## config.mk

```make
export PLATFORM = sky130hd
export DESIGN_NAME = miss_controller
export DESIGN_NICKNAME = d
export VERILOG_FILES = /design/src/rtl/dcache_pkg.sv /design/src/rtl/miss_controller.sv
export VERILOG_INCLUDE_DIRS = /design/src /design/src/include
export SDC_FILE = /design/constraint.sdc
export NUM_CORES = 1
export LEC_CHECK = 0
export BUFFER_PORTS_ARGS = -buffer_cell sky130_fd_sc_hd__clkbuf_2
export CELL_PAD_IN_SITES_DETAIL_PLACEMENT = 0
export CELL_PAD_IN_SITES_GLOBAL_PLACEMENT = 1
export CORE_AREA = 2 2 687 689
export CTS_BUF_LIST = sky130_fd_sc_hd__clkbuf_2
export CTS_CLUSTER_DIAMETER = 30
export DETAILED_ROUTE_END_ITERATION = 10
export DIE_AREA = 0 0 689 691
export GPL_ROUTABILITY_DRIVEN = 0
export GPL_TIMING_DRIVEN = 0
export PLACE_DENSITY_LB_ADDON = 0.08
export REMOVE_ABC_BUFFERS = 1
export SETUP_SLACK_MARGIN = 0.02
export SYNTH_ARGS = -nofsm -noshare
export SYNTH_HDL_FRONTEND = slang
export SYNTH_SLANG_ARGS = --single-unit
```

## constraint.sdc

```tcl
create_clock -name CLK -period 17.55 [get_ports CLK]
set_input_delay 4.3875 -clock CLK [delete_from_list [all_inputs] [get_ports CLK]]
set_output_delay 4.3875 -clock CLK [all_outputs]
set_load 0.01 [all_outputs]
```

## src/include/dcache_macros.svh

```systemverilog
`ifndef DCACHE_MACROS_SVH
`define DCACHE_MACROS_SVH

//////////////////////////////
// address and data widths
//////////////////////////////
`define DC_ADDR_W      32  // byte address.
`define DC_WORD_W      64
`define DC_LINE_WORDS  4   // words per line.

//////////////////////////////
// geometry
//////////////////////////////
`define DC_LINES       16
`define DC_OFFSET_W    5   // byte offset within a line.
`define DC_INDEX_W     4
`define DC_TAG_W       23  // addr minus index and offset.

`endif

```

## src/rtl/dcache_pkg.sv

```systemverilog
`include "dcache_macros.svh"

package dcache_pkg;

    typedef logic [`DC_ADDR_W-1:0]                addr_t;
    typedef logic [`DC_WORD_W-1:0]                word_t;
    typedef logic [`DC_WORD_W/8-1:0]              strb_t;
    typedef logic [`DC_WORD_W*`DC_LINE_WORDS-1:0] line_t;
    typedef logic [`DC_ADDR_W-`DC_OFFSET_W-1:0]   line_addr_t;  // as seen by L2.
    typedef logic [`DC_INDEX_W-1:0]               index_t;
    typedef logic [`DC_TAG_W-1:0]                 tag_t;

    typedef enum logic [1:0] {
        MEM_NONE,
        MEM_LOAD,
        MEM_STORE,
        MEM_AMO
    } mem_op_e;

    // AMO_PLAIN leaves the word as it was.
    typedef enum logic [3:0] {
        AMO_PLAIN, AMO_SWAP, AMO_ADD, AMO_XOR, AMO_OR,
        AMO_AND, AMO_MIN, AMO_MAX, AMO_MINU, AMO_MAXU
    } amo_op_e;

    typedef enum logic [2:0] {
        ST_IDLE,
        ST_LOOKUP,
        ST_WRITEBACK,  // victim pulse to L2.
        ST_WB_WAIT,
        ST_REFILL,     // read pulse to L2.
        ST_RF_WAIT
    } ctrl_state_e;

endpackage

```

## src/rtl/miss_controller.sv

```systemverilog
`timescale 1ns/100ps
`include "dcache_macros.svh"

module miss_controller (
    input  logic                   CLK,
    input  logic                   RST,
    input  logic                   req_valid,
    input  dcache_pkg::mem_op_e    req_op,
    input  dcache_pkg::addr_t      req_addr,
    input  dcache_pkg::word_t      req_wdata,
    input  dcache_pkg::strb_t      req_wstrb,
    input  dcache_pkg::amo_op_e    req_amo,
    input  logic                   req_op32,
    input  dcache_pkg::tag_t       rd_tag,
    input  logic                   rd_valid,
    input  logic                   rd_dirty,
    input  dcache_pkg::line_t      rd_line,
    input  dcache_pkg::line_t      new_line,
    input  dcache_pkg::word_t      old_word,
    input  logic                   l2_rd_done,
    input  dcache_pkg::line_t      l2_rd_data,
    input  logic                   l2_wr_done,
    output logic                   ready,
    output logic                   resp_valid,
    output dcache_pkg::word_t      resp_data,
    output dcache_pkg::index_t     rd_index,
    output logic                   wr_en,
    output dcache_pkg::index_t     wr_index,
    output dcache_pkg::line_t      wr_line,
    output dcache_pkg::tag_t       wr_tag,
    output logic                   wr_valid,
    output logic                   wr_dirty,
    output dcache_pkg::mem_op_e    op,
    output dcache_pkg::addr_t      addr,
    output dcache_pkg::word_t      wdata,
    output dcache_pkg::strb_t      wstrb,
    output dcache_pkg::amo_op_e    amo,
    output logic                   op32,
    output logic                   l2_rd_valid,
    output dcache_pkg::line_addr_t l2_rd_addr,
    output logic                   l2_wr_valid,
    output dcache_pkg::line_addr_t l2_wr_addr,
    output dcache_pkg::line_t      l2_wr_data
);

    dcache_pkg::ctrl_state_e state;
    dcache_pkg::index_t      cur_index;
    dcache_pkg::tag_t        cur_tag;
    logic                    lookup_ph;  // array output is for cur_index.
    logic                    hit;
    logic                    miss;
    logic                    is_write;
    logic                    lookup_done;
    logic                    refill_done;

    assign cur_index   = addr[`DC_OFFSET_W +: `DC_INDEX_W];
    assign cur_tag     = addr[`DC_ADDR_W-1 -: `DC_TAG_W];
    assign hit         = rd_valid && (rd_tag == cur_tag);
    assign miss        = (state == dcache_pkg::ST_LOOKUP) && lookup_ph && !hit;
    assign is_write    = (op == dcache_pkg::MEM_STORE) || (op == dcache_pkg::MEM_AMO);
    assign lookup_done = (state == dcache_pkg::ST_LOOKUP) && lookup_ph && hit;
    assign refill_done = (state == dcache_pkg::ST_RF_WAIT) && l2_rd_done;

    //////////////////////////////
    // request capture
    //////////////////////////////
    always_ff @(posedge CLK) begin
        if (ready && req_valid) begin
            op    <= req_op;
            addr  <= req_addr;
            wdata <= req_wdata;
            wstrb <= req_wstrb;
            amo   <= req_amo;
            op32  <= req_op32;
        end
    end

    //////////////////////////////
    // control FSM
    //////////////////////////////
    always_ff @(posedge CLK) begin
        if (RST) begin
            state       <= dcache_pkg::ST_IDLE;
            ready       <= 1'b1;
            lookup_ph   <= 1'b0;
            l2_rd_valid <= 1'b0;
            l2_wr_valid <= 1'b0;
        end else begin
            l2_rd_valid <= 1'b0;  // both valids are single pulses.
            l2_wr_valid <= 1'b0;
            case (state)
                dcache_pkg::ST_IDLE: begin
                    if (req_valid) begin
                        state     <= dcache_pkg::ST_LOOKUP;
                        ready     <= 1'b0;
                        lookup_ph <= 1'b0;  // wait for the array read.
                    end
                end
                dcache_pkg::ST_LOOKUP: begin
                    lookup_ph <= 1'b1;
                    if (lookup_done) begin
                        state <= dcache_pkg::ST_IDLE;
                        ready <= 1'b1;
                    end else if (miss && rd_valid && rd_dirty) begin
                        state       <= dcache_pkg::ST_WRITEBACK;
                        l2_wr_valid <= 1'b1;
                    end else if (miss) begin
                        state       <= dcache_pkg::ST_REFILL;
                        l2_rd_valid <= 1'b1;
                    end
                end
                dcache_pkg::ST_WRITEBACK: state <= dcache_pkg::ST_WB_WAIT;
                dcache_pkg::ST_WB_WAIT: begin
                    if (l2_wr_done) begin
                        state       <= dcache_pkg::ST_REFILL;
                        l2_rd_valid <= 1'b1;
                    end
                end
                dcache_pkg::ST_REFILL: state <= dcache_pkg::ST_RF_WAIT;
                dcache_pkg::ST_RF_WAIT: begin
                    if (l2_rd_done) begin
                        state     <= dcache_pkg::ST_LOOKUP;
                        lookup_ph <= 1'b1;  // arrays forward the installed line.
                    end
                end
                default: state <= dcache_pkg::ST_IDLE;
            endcase
        end
    end

    // victim held for the writeback pulse.
    always_ff @(posedge CLK) begin
        if (miss) begin
            l2_wr_addr <= {rd_tag, cur_index};
            l2_wr_data <= rd_line;
        end
    end

    assign l2_rd_addr = addr[`DC_ADDR_W-1:`DC_OFFSET_W];

    //////////////////////////////
    // array and response side
    //////////////////////////////
    assign rd_index   = cur_index;
    assign wr_en      = (lookup_done && is_write) || refill_done;
    assign wr_index   = cur_index;
    assign wr_tag     = cur_tag;
    assign wr_line    = refill_done ? l2_rd_data : new_line;
    assign wr_valid   = 1'b1;
    assign wr_dirty   = !refill_done;  // refill installs clean.
    assign resp_valid = lookup_done;
    assign resp_data  = old_word;

    l2_one_request: assert property (
        @(posedge CLK) disable iff (RST)
        !(l2_rd_valid && l2_wr_valid)
    ) else $error("miss_controller: L2 read and write issued together.");

    ready_only_idle: assert property (
        @(posedge CLK) disable iff (RST)
        ready |-> (state == dcache_pkg::ST_IDLE)
    ) else $error("miss_controller: ready outside idle.");

endmodule

```

==> flow_metrics.py <==
metrics = {
    "run_status": {
        "outcome": "finished clean",
    },
    "yosys": {
        "avgSynthCellArea_um2": 18.5,
        "yosys-top-cells-area": "edfxtp_1, mux2_2, buf_4",
        "synth_top_area_cell": "edfxtp_1",
        "yosysMostFrequentCell": "edfxtp_1",
        "synthDistinctLibCells": 37,
        "ys_warn_count": 0,
        "synth-edff-count": 394,
        "ys_ff_latch": 401,
        "netlist_instances": 893,
        "synth_sequential_area_ratio_pct": 72.6,
        "ys.flop_type": "edfxtp_1",
        "async_flop_share_pct": 0,
        "synth.cell_area_um2": 16500,
        "synth_top_area_share_pct": 71.7,
        "synth.top_cells.by_count": "edfxtp_1, mux2_2, buf_4, buf_2, xor2_1",
    },
    "placement": {
        "port_buffers": 1622,
        "place_hpwl_um": 246000,
        "place_ws_ns": 5.63,
    },
    "routing": {
        "first_iter_violations": 702,
        "drt-total-wl_um": 270000,
        "routedWlPerCell_um": 29.9,
        "vias": 16779,
        "drtPass1Iterations": 4,
        "drc_errors": 0,
        "antenna_left": 0,
        "viasPerCell": 1.86,
    },
    "worst_setup_path": {
        "critPathLaunchType": "primary input",
        "arrival_ns": 7.41,
        "cp-end-kind": "primary output",
        "required_ns": 13.16,
        "criticalPathCategory": "in2out",
        "path_max_fanout": 15,
    },
    "timing": {
        "fin_ws_ns": 5.76,
        "finalSetupViolCount": 0,
        "slew_violations": 0,
        "fmax_mhz": 84.8,
        "rsz0062_at_grt": "false",
        "hold_viol_final": 0,
        "fin_skew_ns": 0.244,
        "slew-limit-headroom_pct": 38.6,
        "min_period_ns": 11.79,
        "worstMarginPinSlew_ns": 0.922,
        "fin_crit_sh_pct": 67.2,
    },
    "die": {
        "die_h_um": 691,
        "core_area_um2": 469000,
        "fp.dieW_um": 689,
        "dieArea_um2": 476000,
        "start_util_pct": 3.52,
        "ios": 1752,
        "row_count": 252,
    },
    "grt": {
        "track_usage_pct": 10.9,
        "grt_pass1_wl_um": 309000,
        "antenna_found_initial": 167,
        "grt.overflow.total": 0,
        "grt_pass1_vias": 17838,
        "grt_max_degree": 82,
    },
    "clocking": {
        "h-tree-depth": 4,
        "clk_pin_slew_ns": 0.06,
        "hold_buffers": 0,
        "clk_latency_ns": 1.81,
        "cts_setup_buffers": 0,
        "cts_resized": 0,
        "cts_buffers": 221,
        "cts_buffer_depth": 4,
        "ctsRootBufferMaster": "clkbuf_2",
        "numClockSinks": 401,
        "cts_tree": "built",
    },
    "finish": {
        "area_delta_synth_final_pct": 106,
        "finish.utilization_pct": 7.23,
        "fin_nets": 3587,
        "fillers": 55181,
        "drive_gt1_share_pct": 80.9,
    },
    "power": {
        "p_leak_nw": 13.5,
        "ir_worst_vdd_mv": 0.0378,
        "p_per_area_nw_per_um2": 89.8,
    },
    "worst_hold_path": {
        "hold_path.class": "reg2reg",
    },
    "run": {
        "cap_violations": 0,
    },
}
-- area by class of cell --
| cell class | count | area [µm²] | area share, % |
|---|---|---|---|
| Antenna cell | 41 | 103 | 0.302 |
| Clock buffer | 317 | 1590 | 4.67 |
| Clock inverter | 65 | 367 | 1.08 |
| Inverter | 3 | 18.8 | 0.0553 |
| Multi-Input combinational cell | 335 | 3450 | 10.2 |
| Sequential cell | 401 | 12000 | 35.3 |
| Tap cell | 6223 | 7790 | 22.9 |
| Timing Repair Buffer | 1652 | 8660 | 25.5 |
-- flip-flops by register name, summed over array words and instances, names as in the netlist, 2 cells and up --
register / count
addr: 32
op: 2
amo: 4
wdata: 64
state: 3
l2_wr_data: 256
wstrb: 8
l2_wr_addr: 27
-- routing by layer --
metal / GRT usage, % / part of all wire (%) / vias up
li1: - / - / 6943
met1: 10.3 / 33 / 7854
met2: 17.7 / 45 / 1361
met3: 9.66 / 19 / 519
met4: 2.48 / 2.7 / 102
met5: 0.121 / 0.27 / -
-- worst max-delay path, cell delays in order --
cell and delay, ns:
clkbuf_2 0.11, nand4b_1 0.33, buf_8 0.21, buf_8 0.18, buf_8 0.17, buf_8 0.19, buf_8 0.20, buf_8 0.17
buf_8 0.17, buf_8 0.18, buf_8 0.18, buf_8 0.18, mux2_2 0.38, clkbuf_2 0.27
-- placed cells by master (no fill, tap or decap), types with 5 or more instances in the layout --
master	n
clkinv_1	52
xor2_1	17
buf_16	7
nand2_1	8
mux2_2	256
xnor2_1	6
nor4_1	7
diode_2	41
clkbuf_2	1939
nor2_1	5
edfxtp_1	394
buf_8	22
dfxtp_1	7
-- stage by stage --
| step | std cells | hold WS [ns] | cell area (µm²) | TNS [ns] | total power [W] |
|---|---|---|---|---|---|
| 2_1_floorplan | 739 | 0.526 | 15400 | -258.62 | 0.00136 |
| 3_3_place_gp | 8584 | 0.671 | 31300 | -3713.16 | 0.00194 |
| 3_5_place_dp | 8614 | 0.655 | 31900 | 0 | 0.00187 |
| 4_1_cts | 8996 | 0.663 | 33800 | 0 | 0.00325 |
| 5_1_grt | 9000 | 0.720 | 33800 | 0 | 0.00330 |
| 6_report | 9037 | 0.659 | 33900 | 0 | 0.00305 |
-- cell families (layout without fill, tap and decap cells) --
| group | Yosys count | in the layout | synth area share, % |
|---|---|---|---|
| compound gates | 15 | 15 | 0.630 |
| xor+xnor | 23 | 23 | 1.22 |
| buf+inv | 157 | 2037 | 6.56 |
| flops | 401 | 401 | 72.6 |
| mux | 258 | 258 | 17.6 |
| other cells | 1 | 42 | 0.0227 |
| simple gates | 38 | 38 | 1.41 |
-- where the power goes --
part | internal, W | switching [W] | total, W
Combinational | 0.000205 | 0.000431 | 0.000636
Clock | 0.000544 | 0.000705 | 0.00125
Sequential | 0.00112 | 0.0000415 | 0.00116
Total | 0.00187 | 0.00118 | 0.00305
-- final timing paths --
path	endpoint	startpoint	depth (start not counted)	slack, ns
max	wr_line[76]	l2_rd_done	14	5.76
min	ready$_SDFFE_PP1P_	ready$_SDFFE_PP1P_	1	0.66
max reg2reg	l2_wr_data[103]$_DFFE_PN_	addr[24]$_DFFE_PP_	7	13.25
min reg2reg	ready$_SDFFE_PP1P_	ready$_SDFFE_PP1P_	1	0.66
Note: power is estimated with default switching activity, not from simulation.
